===== src/source/ccx_cfg_pkg.sv =====
// Crossbar sizing shared by all CPX blocks, referenced by scoped names
`default_nettype none

package ccx_cfg_pkg;

   ////////////////////////////////////////////////////////////////////////////
   // Fabric dimensions
   ////////////////////////////////////////////////////////////////////////////

   // Cache-bank sources feeding the return path
   localparam int NUM_SRC = 4;
   // Core destinations
   localparam int NUM_DEST = 2;
   // Entries per source queue, also the starting credit count
   localparam int QUEUE_DEPTH = 2;

   // Index types
   typedef logic [$clog2(NUM_SRC)-1:0]  src_id_t;
   typedef logic [$clog2(NUM_DEST)-1:0] dest_id_t;

   // One bit per source, used for request, win and grant vectors
   typedef logic [NUM_SRC-1:0] src_mask_t;

   // Queue pointer and occupancy
   typedef logic [$clog2(QUEUE_DEPTH)-1:0]   q_ptr_t;
   typedef logic [$clog2(QUEUE_DEPTH+1)-1:0] q_cnt_t;

endpackage

`default_nettype wire


===== src/source/cpx_pkg.sv =====
// CPX return packet format, used by every block that carries a packet
`default_nettype none

package cpx_pkg;

   ////////////////////////////////////////////////////////////////////////////
   // Field widths
   ////////////////////////////////////////////////////////////////////////////

   // Return data word
   localparam int PAYLOAD_W = 64;

   typedef logic [PAYLOAD_W-1:0] payload_t;

   ////////////////////////////////////////////////////////////////////////////
   // Return types
   ////////////////////////////////////////////////////////////////////////////

   // Encodings follow the usual CPX return-type field
   typedef enum logic [3:0] {
      RTYPE_LOAD_RET = 4'b0000,
      RTYPE_INV      = 4'b0011,
      RTYPE_ST_ACK   = 4'b0100,
      RTYPE_INT_RET  = 4'b0111,
      RTYPE_ERR_RET  = 4'b1100
   } cpx_rtype_e;

   ////////////////////////////////////////////////////////////////////////////
   // Packets
   ////////////////////////////////////////////////////////////////////////////

   // Packet as delivered to a core, rtype in the top bits
   typedef struct packed {
      cpx_rtype_e           rtype;
      ccx_cfg_pkg::src_id_t src;
      payload_t             payload;
   } cpx_pkt_t;

   // What a source pushes: target core plus packet
   typedef struct packed {
      ccx_cfg_pkg::dest_id_t dest;
      cpx_pkt_t              pkt;
   } cpx_req_t;

   // Width of the core-facing bus
   localparam int CPX_WIDTH = $bits(cpx_pkt_t);

endpackage

`default_nettype wire


===== src/source/cpx_datacx2_ff.sv =====
// cx2 staging of one core's return bus, restoring true data polarity
`timescale 1ns/1ps
`default_nettype none

module cpx_datacx2_ff (
   input  wire logic               rclk,
   input  wire logic               reset,
   input  wire cpx_pkg::cpx_pkt_t  data_cx_l,
   input  wire logic               rdy_cx,
   output cpx_pkg::cpx_pkt_t       data_cx2,
   output logic                    rdy_cx2
);

   // Still active low here
   cpx_pkg::cpx_pkt_t data_cx2_l;

   ////////////////////////////////////////////////////////////////////////////
   // Staging flops
   ////////////////////////////////////////////////////////////////////////////

   always_ff @(posedge rclk) begin
      if (reset) begin
         // All ones reads back as a zero packet
         data_cx2_l <= cpx_pkg::cpx_pkt_t'({cpx_pkg::CPX_WIDTH{1'b1}});
         rdy_cx2    <= 1'b0;
      end else begin
         data_cx2_l <= data_cx_l;
         rdy_cx2    <= rdy_cx;
      end
   end

   // Back to true polarity for the core
   assign data_cx2 = cpx_pkg::cpx_pkt_t'(~data_cx2_l);

endmodule

`default_nettype wire


===== config.mk =====
export PLATFORM = sky130hd
export DESIGN_NAME = cpx_datacx2_ff
export DESIGN_NICKNAME = d
export VERILOG_FILES = /design/src/source/ccx_cfg_pkg.sv /design/src/source/cpx_pkg.sv /design/src/source/cpx_datacx2_ff.sv
export SDC_FILE = /design/constraint.sdc
export NUM_CORES = 1
export LEC_CHECK = 0
export BUFFER_PORTS_ARGS = -buffer_cell sky130_fd_sc_hd__clkbuf_2
export CAP_MARGIN = 20
export CELL_PAD_IN_SITES_DETAIL_PLACEMENT = 0
export CELL_PAD_IN_SITES_GLOBAL_PLACEMENT = 2
export CORE_ASPECT_RATIO = 0.8
export CORE_MARGIN = 1.5
export CORE_UTILIZATION = 24
export CTS_CLUSTER_SIZE = 14
export DETAILED_ROUTE_END_ITERATION = 6
export PLACE_DENSITY = 0.95
export RECOVER_POWER = 50
export SYNTH_ARGS = -nofsm -noshare
export SYNTH_HDL_FRONTEND = slang
export SYNTH_SLANG_ARGS = --single-unit

===== constraint.sdc =====
create_clock -name rclk -period 1.12 [get_ports rclk]
set_input_delay 0.28 -clock rclk [delete_from_list [all_inputs] [get_ports rclk]]
set_output_delay 0.28 -clock rclk [all_outputs]
set_load 0.03 [all_outputs]

Word-level counts from Yosys, hierarchy flattened
Index checks and enable logic that the tools add are counted.
Widths: inputs -> output; s select.
Word-level totals
  bits in registers: 71
  bits in latches: 0
  bits in writable memories: 0
  bits in read-only memories: 0
  memories kept: 0
Cells by class
  add/subtract/negate cells: 0
  multiply operators: 0
  divide/modulo/power cells: 0
  magnitude comparators: 0
  equal/unequal tests: 0
  shifts and indexed selects: 0
  mux-type cells: 0
  bitwise logic cells: 1
  reductions and logical operators: 0
Operator list (number)
  $not 70->70: 1

Depth between registers and ports, before layout
  depth after elaboration: 1
  depth in mapped cells: 2
  mapped depth without buffers: 1

Worst setup path before layout
Ideal clock, no wire load.
  kind: input-to-reg
  start point: input port reset
  end point: register data_cx2_l[0] (netlist bit)
  library setup time: 123 ps
  arrival time: 680 ps
  data required time: 997 ps
  path slack: 317 ps
  cell stages on the path: 2
  path buffers: 1
  cells stage by stage: clkbuf_2 -> or2_2
RTL lines
  start: declaration: RTL line cpx_datacx2_ff.sv:7  | input wire logic reset,
  end signal: assignment: RTL line cpx_datacx2_ff.sv:24  | data_cx2_l <= cpx_pkg::cpx_pkt_t'({cpx_pkg::CPX_WIDTH{1'b1}});
  end signal: assignment: RTL line cpx_datacx2_ff.sv:27  | data_cx2_l <= data_cx_l;
  end: declaration: RTL line cpx_datacx2_ff.sv:15  | cpx_pkg::cpx_pkt_t data_cx2_l;
No word-level cell between the ends.

==> summary.md <==
| Metric | Value |
|---|---|
| Outcome | finished clean |
| Net count after synthesis | 292 |
| Switching fraction of total power | 23.4% |
| Clock buffer depth | 2 |
| Post-DP HPWL | 3520 µm |
| First-pass GRT wire length | 7350 µm |
| Crit path DAT | 810 ps |
| Vert. Die Dim | 88.0 µm |
| Seq/Total Area, Yosys | 65.6% |
| Nets | 441 |
| Fmax | 913 MHz |
| WL final | 4850 µm |
| Comb pwr share | 15.3% |
| Post-route setup slack | 25.2 ps |
| Worst Hold Path EP | data_cx2_l[25] |
| Vias in the first global route | 1731 |
| Maximum vdd ir drop | 640 µV |
| Num CTS Buffers | 9 |
| Number of clock sinks | 71 |
| Slew @ Worst Pin | 516 ps |
| Syn Area/Cell | 9.89 µm² |
| Final worst path period need | 1090 ps |
| Layout Cells excl Fill | 485 |
| Main combinational cell family by area after synthesis | simple AND/OR/NAND/NOR gates |
| GRT Util Overall | 10.2% |
| Worst slack at placement | 97.7 ps |
| CTS tree | done |
| Yosys cell types | 6 |
| Synth Instances | 219 |
| Floorplan core area | 0.00863 mm² |
| H-tree depth | 3 |
| Initial DRC Count | 14 |
| Post-placement cell count | 469 |
| Post-synthesis xor/xnor area fraction | 0% |
| Final hold violation count | 0 |
| Placement Cell Area | 0.00303 mm² |
| Yosys reg bits | 71 |
| Gpl congestion | 0.634 |
| Final Instance Area | 0.00404 mm² |
| I/O Pins | 144 |
| Crit-path max FO | 1 |
| Hold_ws | 131 ps |
| Leakage Power | 2.15 nW |
| Starting Density | 25.1% |
| Sw Pwr | 0.00154 W |
| Ys Warns | 0 |
| Final Util | 46.8% |
| DIE WIDTH | 109 µm |
| Pwr/cell area | 1630 mW/mm² |
| Synth Area in Adders | 0% |
| Largest net degree at the start of global routing | 38 |
| Slew Limit Fails | 0 |
| First-pass iteration count of the detailed router | 2 |
| Antenna cells | 0 |
| P_int | 0.00505 W |
| WHS Path Cells | 2 |
| Sequential Power Share | 41.5% |
| Unrepaired setup endpoints after global routing | yes |
| Critical path endpoint category | primary output |
| Synthesis-to-finish area growth | 86.7% |
| Via density | 3.63 |
| Worst hold path type | input pin to flip-flop |
| # setup viols final | 0 |
| CTS clock-pin slew for the worst setup and hold paths | 60 ps |
| Gr ovfl total | 0 |
| Synth Area in Compound Gates | 0% |
| Worst Hold Launch | data_cx_l[25] |
| Post-Synth Simple-Gate Area | 20.6% |
| Routed via count | 1759 |
| Core Rows | 30 |
| Multiplexer area fraction after synthesis | 0% |
| Worst slew margin | 65.6% |
| Max-capacitance violation count | 0 |
| Tcrit/Tclk final | 97.8% |
| Initial antenna violation count | 0 |
| Layout cells sized above 1 | 82.8% |
| Startpoint Class | flip-flop |
| Die area | 0.00961 mm² |
| Wire per inst | 10.0 µm |
| Crit Path Class | flip-flop to primary output |
| Cell at the root of the clock tree | clkbuf_16 |
| ANT nets after route | 0 |
| Post-CTS setup buffers | 0 |
| DRC | 0 |
| Post-Synthesis Cell Area | 0.00217 mm² |
| CP required | 840 ps |
| Clock Power Share | 43.2% |
| Port bufs | 143 |
[cells in the mapped netlist]
library cell	number	share of area (%)
and2b_2	1	0.40
dfxtp_1	71	66
or2_1	24	6.9
or2_2	46	13
inv_1	70	12
clkbuf_2	7	1.6
[critical path, cell delays in order, from the launching register on]
cell     delay (ps)
dfxtp_1         290
inv_1            70
buf_6           130
[what timing repair did]
action	4_1_cts	5_1_grt
pin swaps	0	0
hold buffers	0	0
setup endpoints to repair	71	65
resized for setup	150	158
cloned	0	0
[through the flow]
stage / power [W] / TNS, ps
after floorplan: 0.00319 / 0
after global placement: 0.00347 / 0
after detailed placement: 0.00348 / 0
after CTS: 0.00659 / -106
after global routing: 0.00687 / -46.9
final: 0.00659 / 0
[power by group through the flow]
stage	clock [W]	combinational (W)	sequential [W]
after floorplan	0	0.000440	0.00275
after global placement	0	0.000718	0.00275
after detailed placement	0	0.000725	0.00275
after CTS	0.00295	0.000937	0.00270
after global routing	0.00305	0.00107	0.00274
final	0.00285	0.00101	0.00273
[area by class of cell]
class	count	area (µm²)
fillers	818	4590
flip-flops and latches	71	1480
repair buffers	145	1410
multi-input cells	71	447
inverters	70	263
clock buffers	12	256
well taps	112	140
clock inverters	4	53.8
[per-layer routing]
layer | GRT usage (%) | part of all wire, % | vias up
met5 | 0 | 0 | -
met4 | 4.96 | 1.5 | 0
met3 | 6.70 | 15 | 9
met2 | 17.0 | 48 | 96
met1 | 9.87 | 35 | 770
li1 | - | - | 884
[state kept, by name, indices dropped and copies added, names as in the netlist]
register and flops:
rdy_cx2 1, data_cx2_l 70
[kinds of logic (layout without fill, tap and decap cells)]
kind of cell | count (synthesis) | in the layout
buffers and inverters | 77 | 231
DFF | 71 | 71
and+or+nand+nor | 71 | 71
[cell usage in the layout (no fill, tap or decap), drive strengths merged]
master / n
clkbuf: 92
dfxtp: 71
inv: 70
or2: 70
buf: 65
clkinvlp: 2
and2b: 1
clkinv: 1
bufinv: 1
[worst max path at each step]
stage,cells after the start,to,from,slack [ps]
after floorplan,2,data_cx2_l[0],reset,320
after global placement,3,data_cx2_l[47],reset,120
after detailed placement,3,data_cx2_l[10],reset,100
after CTS,2,data_cx2[13],data_cx2_l[13],-10
after global routing,2,data_cx2[53],data_cx2_l[53],-10
final,2,data_cx2[45],data_cx2_l[45],30
No activity file was read; power rests on OpenSTA's default activity.
