**src/source/ccx_cfg_pkg.sv**
```systemverilog
// Crossbar sizing shared by all CPX blocks, referenced by scoped names
`default_nettype none

package ccx_cfg_pkg;

   ////////////////////////////////////////////////////////////////////////////
   // Fabric dimensions
   ////////////////////////////////////////////////////////////////////////////

   // Cache-bank sources feeding the return path
   localparam int NUM_SRC = 4;
   // Core destinations
   localparam int NUM_DEST = 2;
   // Entries per source queue, also the starting credit count
   localparam int QUEUE_DEPTH = 2;

   // Index types
   typedef logic [$clog2(NUM_SRC)-1:0]  src_id_t;
   typedef logic [$clog2(NUM_DEST)-1:0] dest_id_t;

   // One bit per source, used for request, win and grant vectors
   typedef logic [NUM_SRC-1:0] src_mask_t;

   // Queue pointer and occupancy
   typedef logic [$clog2(QUEUE_DEPTH)-1:0]   q_ptr_t;
   typedef logic [$clog2(QUEUE_DEPTH+1)-1:0] q_cnt_t;

endpackage

`default_nettype wire

```
**src/source/cpx_pkg.sv**
```systemverilog
// CPX return packet format, used by every block that carries a packet
`default_nettype none

package cpx_pkg;

   ////////////////////////////////////////////////////////////////////////////
   // Field widths
   ////////////////////////////////////////////////////////////////////////////

   // Return data word
   localparam int PAYLOAD_W = 64;

   typedef logic [PAYLOAD_W-1:0] payload_t;

   ////////////////////////////////////////////////////////////////////////////
   // Return types
   ////////////////////////////////////////////////////////////////////////////

   // Encodings follow the usual CPX return-type field
   typedef enum logic [3:0] {
      RTYPE_LOAD_RET = 4'b0000,
      RTYPE_INV      = 4'b0011,
      RTYPE_ST_ACK   = 4'b0100,
      RTYPE_INT_RET  = 4'b0111,
      RTYPE_ERR_RET  = 4'b1100
   } cpx_rtype_e;

   ////////////////////////////////////////////////////////////////////////////
   // Packets
   ////////////////////////////////////////////////////////////////////////////

   // Packet as delivered to a core, rtype in the top bits
   typedef struct packed {
      cpx_rtype_e           rtype;
      ccx_cfg_pkg::src_id_t src;
      payload_t             payload;
   } cpx_pkt_t;

   // What a source pushes: target core plus packet
   typedef struct packed {
      ccx_cfg_pkg::dest_id_t dest;
      cpx_pkt_t              pkt;
   } cpx_req_t;

   // Width of the core-facing bus
   localparam int CPX_WIDTH = $bits(cpx_pkt_t);

endpackage

`default_nettype wire

```
**src/source/cpx_dest_mux.sv**
```systemverilog
// Winner select for one destination, registered active-low onto the cx stage
`timescale 1ns/1ps
`default_nettype none

module cpx_dest_mux (
   input  wire logic                    rclk,
   input  wire logic                    reset,
   input  wire ccx_cfg_pkg::src_mask_t  win,
   input  wire cpx_pkg::cpx_pkt_t       cand [ccx_cfg_pkg::NUM_SRC],
   output cpx_pkg::cpx_pkt_t            data_cx_l,
   output logic                         rdy_cx
);

   // Selected packet, true polarity
   cpx_pkg::cpx_pkt_t sel;

   ////////////////////////////////////////////////////////////////////////////
   // One-hot select
   ////////////////////////////////////////////////////////////////////////////

   // Win is one-hot, so an AND-OR tree is enough
   always_comb begin
      sel = '0;
      for (int i = 0; i < ccx_cfg_pkg::NUM_SRC; i++) begin
         sel = cpx_pkg::cpx_pkt_t'(sel | ({cpx_pkg::CPX_WIDTH{win[i]}} & cand[i]));
      end
   end

   ////////////////////////////////////////////////////////////////////////////
   // cx stage register
   ////////////////////////////////////////////////////////////////////////////

   // Long wires carry data inverted; idle level is all ones
   always_ff @(posedge rclk) begin
      if (reset) begin
         data_cx_l <= cpx_pkg::cpx_pkt_t'({cpx_pkg::CPX_WIDTH{1'b1}});
         rdy_cx    <= 1'b0;
      end else begin
         rdy_cx <= |win;
         // Hold last packet when nothing wins
         if (|win) begin
            data_cx_l <= cpx_pkg::cpx_pkt_t'(~sel);
         end
      end
   end

endmodule

`default_nettype wire

```
**config.mk**
```make
export PLATFORM = sky130hd
export DESIGN_NAME = cpx_dest_mux
export DESIGN_NICKNAME = d
export VERILOG_FILES = /design/src/source/ccx_cfg_pkg.sv /design/src/source/cpx_pkg.sv /design/src/source/cpx_dest_mux.sv
export SDC_FILE = /design/constraint.sdc
export NUM_CORES = 1
export LEC_CHECK = 0
export BUFFER_PORTS_ARGS = -buffer_cell sky130_fd_sc_hd__buf_2
export CORE_AREA = 3 3 136 138
export CTS_BUF_LIST = sky130_fd_sc_hd__clkbuf_8 sky130_fd_sc_hd__clkbuf_16
export DETAILED_ROUTE_END_ITERATION = 10
export DIE_AREA = 0 0 139 141
export PLACE_DENSITY_LB_ADDON = 0.3
export SETUP_SLACK_MARGIN = 0.5
export SYNTH_ARGS = -nofsm -noshare
export SYNTH_HDL_FRONTEND = slang
export SYNTH_SLANG_ARGS = --single-unit
```
**constraint.sdc**
```tcl
create_clock -name rclk -period 4.65 [get_ports rclk]
set_clock_uncertainty 0.1 [all_clocks]
set_input_delay 0.6975 -clock rclk [delete_from_list [all_inputs] [get_ports rclk]]
set_output_delay 0.6975 -clock rclk [all_outputs]
set_load 0.01 [all_outputs]
```
# == Word level (Yosys, flattened, before mapping) ==
# Cells that the tools add are included.
# word_totals
ramBits,0
wordCells,13
mem_count,0
rom_bits,0
latchBits,0
input_bits,286
out_inout_bits,71
reg_bits,71
# classes
shift,0
n_lt_le_gt_ge,0
n_mul,0
n_bitwise,8
mux,0
div_mod_pow,0
n_eq_ne,0
reduce_logical,1
add_sub_neg,0
# op_table
op,n
bitwise AND 70 bit,4
bitwise OR 70 bit,3
inverter 70 bit,1
OR reduction 4 bit,1

# == Logic depth before layout (Yosys ltp) ==
# depth
word_depth,5
depth_mapped,6
mapped_depth_nobuf,3

# == Least setup slack after synthesis ==
# No wires, ideal clock.
# synth_timing
path_kind,input to register
from,in win[0]
to,reg data_cx_l[48] in the netlist's numbering
path_slack_ns,2.492
arrival_time_ns,1.936
n_path_buf,3
required_ns,4.428
path_stages,6
setup_time_ns,0.122
path_cell_list,buf_2 nor4_4 buf_2 buf_4 a221oi_1 a221o_1
# synth_between
elab_chain_len,5
elab_cells_between_ends,6
cone_classes,bitwise (5); reduce/logical (1)
# synth_rtl
item,line_no,text
from (decl),cpx_dest_mux.sv:8,"input wire ccx_cfg_pkg::src_mask_t win,"
bitwise AND 70 bit,cpx_dest_mux.sv:25,sel = cpx_pkg::cpx_pkt_t'(sel | ({cpx_pkg::CPX_WIDTH{win[i]}} & cand[i]));
bitwise OR 70 bit (3 in a row),cpx_dest_mux.sv:25,
inverter 70 bit,cpx_dest_mux.sv:42,data_cx_l <= cpx_pkg::cpx_pkt_t'(~sel);
to (signal assigned),cpx_dest_mux.sv:36,data_cx_l <= cpx_pkg::cpx_pkt_t'({cpx_pkg::CPX_WIDTH{1'b1}});
to (signal assigned),cpx_dest_mux.sv:42,
to (decl),cpx_dest_mux.sv:10,"output cpx_pkg::cpx_pkt_t data_cx_l,"
# Parallel ways exist; a longest one is shown, timed or not.
# A chain may end at the register's enable or synchronous reset.

# == Final worst setup path ==
# layout_timing
from,in win[2]
to,reg data_cx_l[14] in the netlist's numbering
# layout_between
elab_chain_len,4
elab_cells_between_ends,5
cone_classes,bitwise (4); reduce/logical (1)
# layout_rtl
item,line_no
bitwise AND 70 bit,cpx_dest_mux.sv:25
bitwise OR 70 bit (2 in a row),cpx_dest_mux.sv:25
inverter 70 bit,cpx_dest_mux.sv:42
# Parallel ways exist; a longest one is shown, timed or not.

==> results.ini <==
[place]
place_inst=871
placed_area_um2=5430
portBuffers=356
post-place-ws_ns=2.33
place_hpwl_um=11000
routabilityCongestion=0.743

[sta]
fmax_mhz=501
hold_viol=0
whs_ns=0.378
min_period_ns=2.00
relSlewSlack=0.459
setup_violations=0
drv_slew=0
worst_pin_slew_ns=0.811
worst_slack_ns=2.65
timing.final.crit_share=0.429
rsz0062_at_grt=false
setup_tns_ns=0

[global_route]
antenna_found_initial=0
grt_max_degree=74
grt_pass1_wl_um=22800
grt_pass1_vias=4292
overflow=0
groute.usage.overall=0.143

[pwr]
ir_worst_vdd_v=0.000148
finalPower_mw=1.79
p_per_area_nw_per_um2=313
power.leakage_nw=2.66

[route]
drt_wl_total_um=15400
vias=4555
drtPass1Iterations=7
wl_per_cell_um=17.4
via_per_inst=5.14
drc=0
maxUsedRoutingLayer=met4
detail-route-antenna-nets=0
drt-met1-wl_um=5910
routed-wl-met3_um=1340
wl_met2_um=8010
drtIter0Drc=269

[worst_setup_path]
worstPathMaxFanout=70
cp.required_ns=4.77
rr_startpoint=data_cx_l[51]
crit_type=in -> reg
crit_path_start=win[2]
endpoint_kind=register
rrSetupSlack_ns=3.80
crit_arrival_ns=2.11
start_kind=input port

[synthesis]
ys_warn_count=0
syn_area_um2=3510
synth_cell_type_count=10
avgSynthCellArea_um2=10.4
synth_cells=338
synth_seq_cells=71
ys_seq_area_frac=0.405
synth_nets=624

[finish]
antenna_cells=0
design_area_um2=5730
nNetsFinal=943
drive_above_1_share=0.572
final_util=0.331
register_area_um2=1420
multiInputGateArea_um2=1860
syn_to_final_growth_pct=63.0
n_fill_cell=1816
finalNonFillerCells=886

[clock_network]
ctsHoldBuffers=0
cts_buffer_depth=2
root_buffer=clkbuf_16
cts_tree=yes
clkSlewWorstSetupHoldPaths_ns=0.05
cts_sinks=71
cts_buffers=9
post_cts_resized=0
post_cts_buffers=0
cts_htree_levels=3
insertion_delay_ns=0.33

[run]
max_cap_viol_count=0

[status]
outcome=finished clean

[worst_hold_path]
holdCritPathClass=reg -> reg
min-delay-start=data_cx_l[53]

[die]
die_w_um=139
start_util=0.203
die-area_um2=19600
die_h_um=141
row_count=48
core_um2=17300
io_pins=357

[synthesized netlist by cell type]
| library cell | n | area share |
|---|---|---|
| dfxtp_1 | 71 | 0.40 |
| buf_2 | 10 | 0.014 |
| a221o_1 | 70 | 0.20 |
| buf_4 | 2 | 0.0043 |
| a221oi_1 | 70 | 0.17 |
| nor4_4 | 1 | 0.0061 |
| clkbuf_1 | 41 | 0.044 |
| nor2_1 | 1 | 0.0011 |
| buf_1 | 2 | 0.0021 |
| a22oi_1 | 70 | 0.15 |
[report_power, final]
part           internal [mW]  total (mW)  switching [mW]  leakage (nW)
sequential             0.664       0.691          0.0276         0.597
clock                  0.439       0.701           0.262         0.149
combinational          0.212       0.402           0.190          1.91
total                   1.31        1.79           0.480          2.66
[layout by cell type (no fill, tap or decap), drive strengths merged]
cell type	n
buf	363
dfxtp	71
a221oi	70
a22oi	70
a221o	70
clkbuf	11
nor4	1
nor2	1
clkinvlp	1
bufinv	1
clkinv	1
inv	1
[final timing paths]
path                   endpoint  depth (start not counted)
hold / removal    data_cx_l[53]                          1
setup reg to reg  data_cx_l[51]                          1
hold reg to reg   data_cx_l[53]                          1
setup / recovery  data_cx_l[14]                          4
[cells by family (layout without fill, tap and decap cells)]
family                 Yosys count  count (layout)  synth area share
and+or+nand+nor                  2               2           0.00712
DFF                             71              71             0.405
AOI/OAI and AO/OA              210             210             0.524
buffers and inverters           55             378            0.0645
[critical path, cell delays in order]
cell      delay, ns
buf_2          0.11
buf_4          0.63
a221oi_1       0.26
a221o_1        0.36
[layout make-up]
type | instances | share of cell area
multi-input cells | 212 | 0.326
repair buffers | 363 | 0.325
flip-flops and latches | 71 | 0.248
well taps | 225 | 0.0492
clock buffers | 11 | 0.0441
clock inverters | 4 | 0.00809
[sequential cells by signal, indices dropped and copies added, names as in the netlist]
| register | flops |
|---|---|
| rdy_cx | 1 |
| data_cx_l | 70 |
[routing by layer]
layer / vias up / track usage
li1: 2167 / -
met1: 2145 / 0.162
met2: 230 / 0.262
met3: 13 / 0.0451
met4: 0 / 0.0371
met5: - / 0
Power figures use the tool's default switching activity.
