===== src/source/ccx_cfg_pkg.sv =====
// Crossbar sizing shared by all CPX blocks, referenced by scoped names
`default_nettype none

package ccx_cfg_pkg;

   ////////////////////////////////////////////////////////////////////////////
   // Fabric dimensions
   ////////////////////////////////////////////////////////////////////////////

   // Cache-bank sources feeding the return path
   localparam int NUM_SRC = 4;
   // Core destinations
   localparam int NUM_DEST = 2;
   // Entries per source queue, also the starting credit count
   localparam int QUEUE_DEPTH = 2;

   // Index types
   typedef logic [$clog2(NUM_SRC)-1:0]  src_id_t;
   typedef logic [$clog2(NUM_DEST)-1:0] dest_id_t;

   // One bit per source, used for request, win and grant vectors
   typedef logic [NUM_SRC-1:0] src_mask_t;

   // Queue pointer and occupancy
   typedef logic [$clog2(QUEUE_DEPTH)-1:0]   q_ptr_t;
   typedef logic [$clog2(QUEUE_DEPTH+1)-1:0] q_cnt_t;

endpackage

`default_nettype wire


===== src/source/cpx_pkg.sv =====
// CPX return packet format, used by every block that carries a packet
`default_nettype none

package cpx_pkg;

   ////////////////////////////////////////////////////////////////////////////
   // Field widths
   ////////////////////////////////////////////////////////////////////////////

   // Return data word
   localparam int PAYLOAD_W = 64;

   typedef logic [PAYLOAD_W-1:0] payload_t;

   ////////////////////////////////////////////////////////////////////////////
   // Return types
   ////////////////////////////////////////////////////////////////////////////

   // Encodings follow the usual CPX return-type field
   typedef enum logic [3:0] {
      RTYPE_LOAD_RET = 4'b0000,
      RTYPE_INV      = 4'b0011,
      RTYPE_ST_ACK   = 4'b0100,
      RTYPE_INT_RET  = 4'b0111,
      RTYPE_ERR_RET  = 4'b1100
   } cpx_rtype_e;

   ////////////////////////////////////////////////////////////////////////////
   // Packets
   ////////////////////////////////////////////////////////////////////////////

   // Packet as delivered to a core, rtype in the top bits
   typedef struct packed {
      cpx_rtype_e           rtype;
      ccx_cfg_pkg::src_id_t src;
      payload_t             payload;
   } cpx_pkt_t;

   // What a source pushes: target core plus packet
   typedef struct packed {
      ccx_cfg_pkg::dest_id_t dest;
      cpx_pkt_t              pkt;
   } cpx_req_t;

   // Width of the core-facing bus
   localparam int CPX_WIDTH = $bits(cpx_pkt_t);

endpackage

`default_nettype wire


===== src/source/cpx_src_queue.sv =====
// Per-source two-entry request queue, pushed by strobe and popped by any arbiter win
`timescale 1ns/1ps
`default_nettype none

module cpx_src_queue (
   input  wire logic                rclk,
   input  wire logic                reset,
   input  wire logic                push,
   input  wire cpx_pkg::cpx_req_t   push_req,
   input  wire logic                pop,
   output logic                     head_vld,
   output cpx_pkg::cpx_req_t        head
);

   // Entry storage for whole requests
   cpx_pkg::cpx_req_t mem [ccx_cfg_pkg::QUEUE_DEPTH];

   ccx_cfg_pkg::q_ptr_t wr_ptr;
   ccx_cfg_pkg::q_ptr_t rd_ptr;
   ccx_cfg_pkg::q_cnt_t count;

   // Circular pointer step
   function automatic ccx_cfg_pkg::q_ptr_t next_ptr(input ccx_cfg_pkg::q_ptr_t p);
      if (p == ccx_cfg_pkg::q_ptr_t'(ccx_cfg_pkg::QUEUE_DEPTH - 1)) begin
         return '0;
      end
      return p + 1'b1;
   endfunction

   ////////////////////////////////////////////////////////////////////////////
   // Pointers and occupancy
   ////////////////////////////////////////////////////////////////////////////

   always_ff @(posedge rclk) begin
      if (reset) begin
         wr_ptr <= '0;
         rd_ptr <= '0;
         count  <= '0;
      end else begin
         if (push) begin
            wr_ptr <= next_ptr(wr_ptr);
         end
         if (pop) begin
            rd_ptr <= next_ptr(rd_ptr);
         end
         // Simultaneous push and pop leave the count unchanged
         case ({push, pop})
            2'b10:   count <= count + 1'b1;
            2'b01:   count <= count - 1'b1;
            default: count <= count;
         endcase
      end
   end

   // Write port
   always_ff @(posedge rclk) begin
      if (push) begin
         mem[wr_ptr] <= push_req;
      end
   end

   // Head is visible the cycle after the push
   assign head_vld = (count != '0);
   assign head     = mem[rd_ptr];

   ////////////////////////////////////////////////////////////////////////////
   // Checks
   ////////////////////////////////////////////////////////////////////////////

   // Source credit accounting must keep the queue from overflowing
   a_no_push_full: assert property (@(posedge rclk) disable iff (reset)
      push |-> (count < ccx_cfg_pkg::QUEUE_DEPTH));

   // Arbiters only pick valid heads
   a_no_pop_empty: assert property (@(posedge rclk) disable iff (reset)
      pop |-> head_vld);

endmodule

`default_nettype wire


===== config.mk =====
export PLATFORM = sky130hd
export DESIGN_NAME = cpx_src_queue
export DESIGN_NICKNAME = d
export VERILOG_FILES = /design/src/source/ccx_cfg_pkg.sv /design/src/source/cpx_pkg.sv /design/src/source/cpx_src_queue.sv
export SDC_FILE = /design/constraint.sdc
export NUM_CORES = 1
export LEC_CHECK = 0
export BUFFER_PORTS_ARGS = -buffer_cell sky130_fd_sc_hd__buf_4
export CAP_MARGIN = 10
export CELL_PAD_IN_SITES_DETAIL_PLACEMENT = 0
export CELL_PAD_IN_SITES_GLOBAL_PLACEMENT = 2
export CORE_MARGIN = 3
export CORE_UTILIZATION = 25
export CTS_CLUSTER_DIAMETER = 200
export DETAILED_ROUTE_END_ITERATION = 12
export PLACE_DENSITY = 0.62
export SKIP_CTS_REPAIR_TIMING = 1
export SYNTH_ARGS = -nofsm -noshare
export SYNTH_HDL_FRONTEND = slang
export SYNTH_SLANG_ARGS = --single-unit

===== constraint.sdc =====
create_clock -name rclk -period 4.75 [get_ports rclk]
set_clock_uncertainty 0.1 [all_clocks]
set_input_delay 0.475 -clock rclk [delete_from_list [all_inputs] [get_ports rclk]]
set_output_delay 0.475 -clock rclk [all_outputs]
set_load 0.03 [all_outputs]

* Word level (Yosys, flattened, before mapping)
Memories as Yosys holds them, arrays and structs flattened. A register that Yosys moved wholly into a read port is not among the register bits. Index checks and enable logic that the tools add are counted.
Storage, ports and cells: flip-flop bits (word level) 4, bits in writable memories 142, bits of input ports 75, output and inout port bits 72, logic and storage cells 27, memories 1
Memory list:
- mem | depth 2, width 71, rd ports 1, clocked after memory_dff 1, write ports 1, RTL line cpx_src_queue.sv:16 | cpx_pkg::cpx_req_t mem [ccx_cfg_pkg::QUEUE_DEPTH];
Cells by class: $add $sub $neg 4, equal/unequal tests 2, mux-type cells 15, reduce and logical (&&, ||, !) cells 2
Operators with widths (number):
- $mux 1 | 14
- $pmux 2 s2 | 1
- $reduce_bool 2->1 | 2
- $add 1x1->1 const B | 2
- $add 2x1->2 const B | 1
- $eq 2x1->1 const B | 1
- $eq 2x2->1 const B | 1
- $sub 2x1->2 const B | 1

* Logic depth before layout (Yosys ltp)
word-level depth 6, depth in mapped cells 5, gate-level depth less buffers 5

* Worst setup path after synthesis
Ideal clock, no wire load.
path kind in2reg, start input port push, end memory mem[0][0] (netlist name) (enable), arrival time 3.511 ns, data required time 4.148 ns, slack 0.637 ns, stages on the path 2, buffers on the path 0, cell sequence inv_1 -> nor2_1
On the way: cells in the longest elaborated chain, start to end 2
Ends and longest elaborated chain:
- start, declared | RTL line cpx_src_queue.sv:8 | input wire logic push,
- $mux 1 | RTL line cpx_src_queue.sv:57 | if (push) begin
- $mux 1 (implied by the code) | RTL line cpx_src_queue.sv:58 | mem[wr_ptr] <= push_req;
- end, declared | RTL line cpx_src_queue.sv:16
No other way between the ends.

==> metrics.txt <==
status finished, final reports clean; P&R area growth vs syn 37.2%; num ports ~150; CP Max Fanout slightly above 70; Hold Path Stages 1; total gr overflow 0; hpwl dp roughly 6800 microns; startpoint types register; Main synth FF type edfxtp_1; Synth async-reset ratio 0; Required @ worst endpoint roughly 4.2 ns; largest net degree at the start of global routing slightly above 70; period utilisation layout 0.556; buffer and inverter count on the worst path 1; pwr dens approximately 440 nW/um^2; worst reg2reg setup slack approximately 2.8 ns; drt via density between 3 and 4; cts bufs inserted 17; peak supply drop approximately 0.23 mV; Compound-Gate Fraction of Synth Area 0.00189; #FFs+latches synth between 100 and 150; leak pwr between 2 and 3 nW; first-pass GRT wire length between 15000 and 20000 microns; largest cells by area after synthesis edfxtp_1 80%, mux2_2 15%, dfxtp_1 1.9%; layout cells sized above 1 0.605; Slew Limit Fails 0; first drt pass iteration count 4; Detailed Route Iter0 Violations 121; Setup Crit Path Kind register to output pin; Max Fclk between 300 and 400 MHz; setup_tns 0 ns; core area 20600 sq um; Syn Inst Count ~240; row count between 50 and 60; Hold Path End mem[0][49]; # fillers a little over 2000; R2R depth 2; Hold WS between 0.1 and 0.15 ns; reg-to-reg endpoint mem[0][39]; area share of the largest cell type after synthesis 0.804; routability cong. approximately 0.67; Worst R2R Start wr_ptr; die width about 150 microns; CP Capture Type output pin; max_slew headroom 0.306; Post-Synth Adder-Cell Area 0.00236; final hold violations 0; worst path cell trace mux2_2 > buf_4; top-count cell post-synth edfxtp_1; Synth area leader edfxtp_1; Synth Warn # 0; Distinct cells, synth 14; unrepaired setup endpoints after global routing no; net total in the final layout about 480; Max Cap Viol 0; Synth Area in Simple Gates 0.00708; Starting Density 0.258; Synth Area in XOR/XNOR 0.00661; syn_area_per_cell between 20 and 25 sq um; H-tree depth 4; Inserted Diodes 0; delay of the slowest critical-path stage 0.98 ns; IO buf count ~150; ANT nets after route 0; GRT Total Usage 0.0931; Period minus WS final about 2.6 ns; Bufs on Longest Clock Path 2; CTS sink count 147; Worst path slowest cell dfxtp_4; CTS tree built; DR DRC count 0; final wirelength between 10000 and 15000 microns; Die Y 152 microns; mux share of post-synthesis cell area 0.151; Worst Tran Pin Value slightly above 1 ns; synthesized area between 5000 and 6000 sq um; commonest cells in the netlist 142 x edfxtp_1, 71 x mux2_2, 8 x buf_2, 5 x dfxtp_1, 5 x nor2_1; drt wl/cell ~16 microns; final core occ 0.354; number of global-route vias before repair between 2000 and 3000; clk_lat worst skew a little over 0.4 ns; via count between 2000 and 3000; Hold Crit Class input pin to register; die area ~23000 sq um; CP delay by family, top flip-flops; hold_sp push_req[49]; largest family of logic cells by synthesized area multiplexers; initial antenna violation count 0; WP data arrival ~2.1 ns; # setup viols final 0; CTS clock-pin slew for the worst setup and hold paths 0.06 ns; Seq/Total Area, Yosys 0.823; clock root cell clkbuf_16; syn nets around 320; Post-synth EDFFs between 100 and 150
==> metal layers <==
layer / vias to the layer above / share of wire / track usage
li1: 1270 / - / -
met1: 1315 / 0.41 / 0.110
met2: 92 / 0.50 / 0.148
met3: 14 / 0.075 / 0.0396
met4: 0 / 0.017 / 0.0418
met5: - / 0 / 0
==> power breakdown <==
group	leakage, nW	total [mW]	internal (mW)	switching [mW]
combinational	1.02	0.449	0.199	0.251
sequential	1.37	1.55	1.51	0.0399
clock	0.259	1.23	0.713	0.516
==> registers in the layout, indices dropped and copies added (netlist names), named ones only <==
name	cells
count	2
wr_ptr	1
mem	142
rd_ptr	1
==> worst reg2reg max path, cell delays in order, from the launching register on <==
cell     delay (ns)
dfxtp_1        0.35
nor2_4         0.80
buf_12         0.36
==> worst max path at each step <==
stage | depth (start not counted) | slack, ns | end | from
2_1_floorplan | 2 | 0.64 | mem[0][0] | push
3_3_place_gp | 2 | 2.46 | head[23] | register
3_5_place_dp | 4 | 2.44 | mem[0][42] | push
4_1_cts | 2 | 2.00 | head[17] | register
5_1_grt | 2 | 1.94 | head[23] | register
6_report | 2 | 2.11 | head[23] | register
==> placed cells by master (no fill, tap or decap) <==
cell        Yosys  routed
buf_4           0     146
edfxtp_1      142     142
mux2_2         71      71
clkbuf_16       0      17
nor2_1          5       4
clkinv_1        0       4
dfxtp_1         5       4
xnor2_1         3       3
clkinvlp_4      0       3
clkinv_4        0       3
clkinv_2        0       3
inv_1           1       1
or2_2           1       1
and2_4          0       1
nor2_4          0       1
xor2_1          1       1
o21ai_0         1       1
or3_1           1       1
a21oi_1         1       1
ha_1            1       1
dfxtp_4         0       1
bufinv_16       0       1
inv_6           0       1
buf_12          0       1
==> final cells by class <==
| cell class | count | area, sq um | share of cell area |
|---|---|---|---|
| Clock buffer | 17 | 425 | 0.0585 |
| Inverter | 1 | 3.75 | 0.000516 |
| Tap cell | 270 | 338 | 0.0464 |
| Timing Repair Buffer | 147 | 1120 | 0.153 |
| Clock inverter | 15 | 118 | 0.0162 |
| Sequential cell | 147 | 4370 | 0.601 |
| Multi-Input combinational cell | 86 | 905 | 0.124 |
==> metrics by stage <==
stage	instances	total power [mW]	cell area, sq um	setup slack (ns)
finish	683	3.23	7270	2.11
global route	683	3.37	7270	1.94
CTS	683	3.29	7270	2.00
detailed placement	651	2.04	6730	2.44
global placement	651	2.04	6730	2.46
floorplan	242	1.84	5300	0.637
==> kinds of logic (layout without fill, tap and decap cells) <==
group / Yosys count / in the layout
adder cells (fa/ha/maj): 1 / 1
AO/OA/AOI/OAI: 2 / 2
buffers and inverters: 9 / 180
multiplexers: 71 / 71
AND/OR/NAND/NOR: 8 / 8
flip-flops: 147 / 147
XOR/XNOR: 4 / 4
Power figures use the tool's default switching activity.
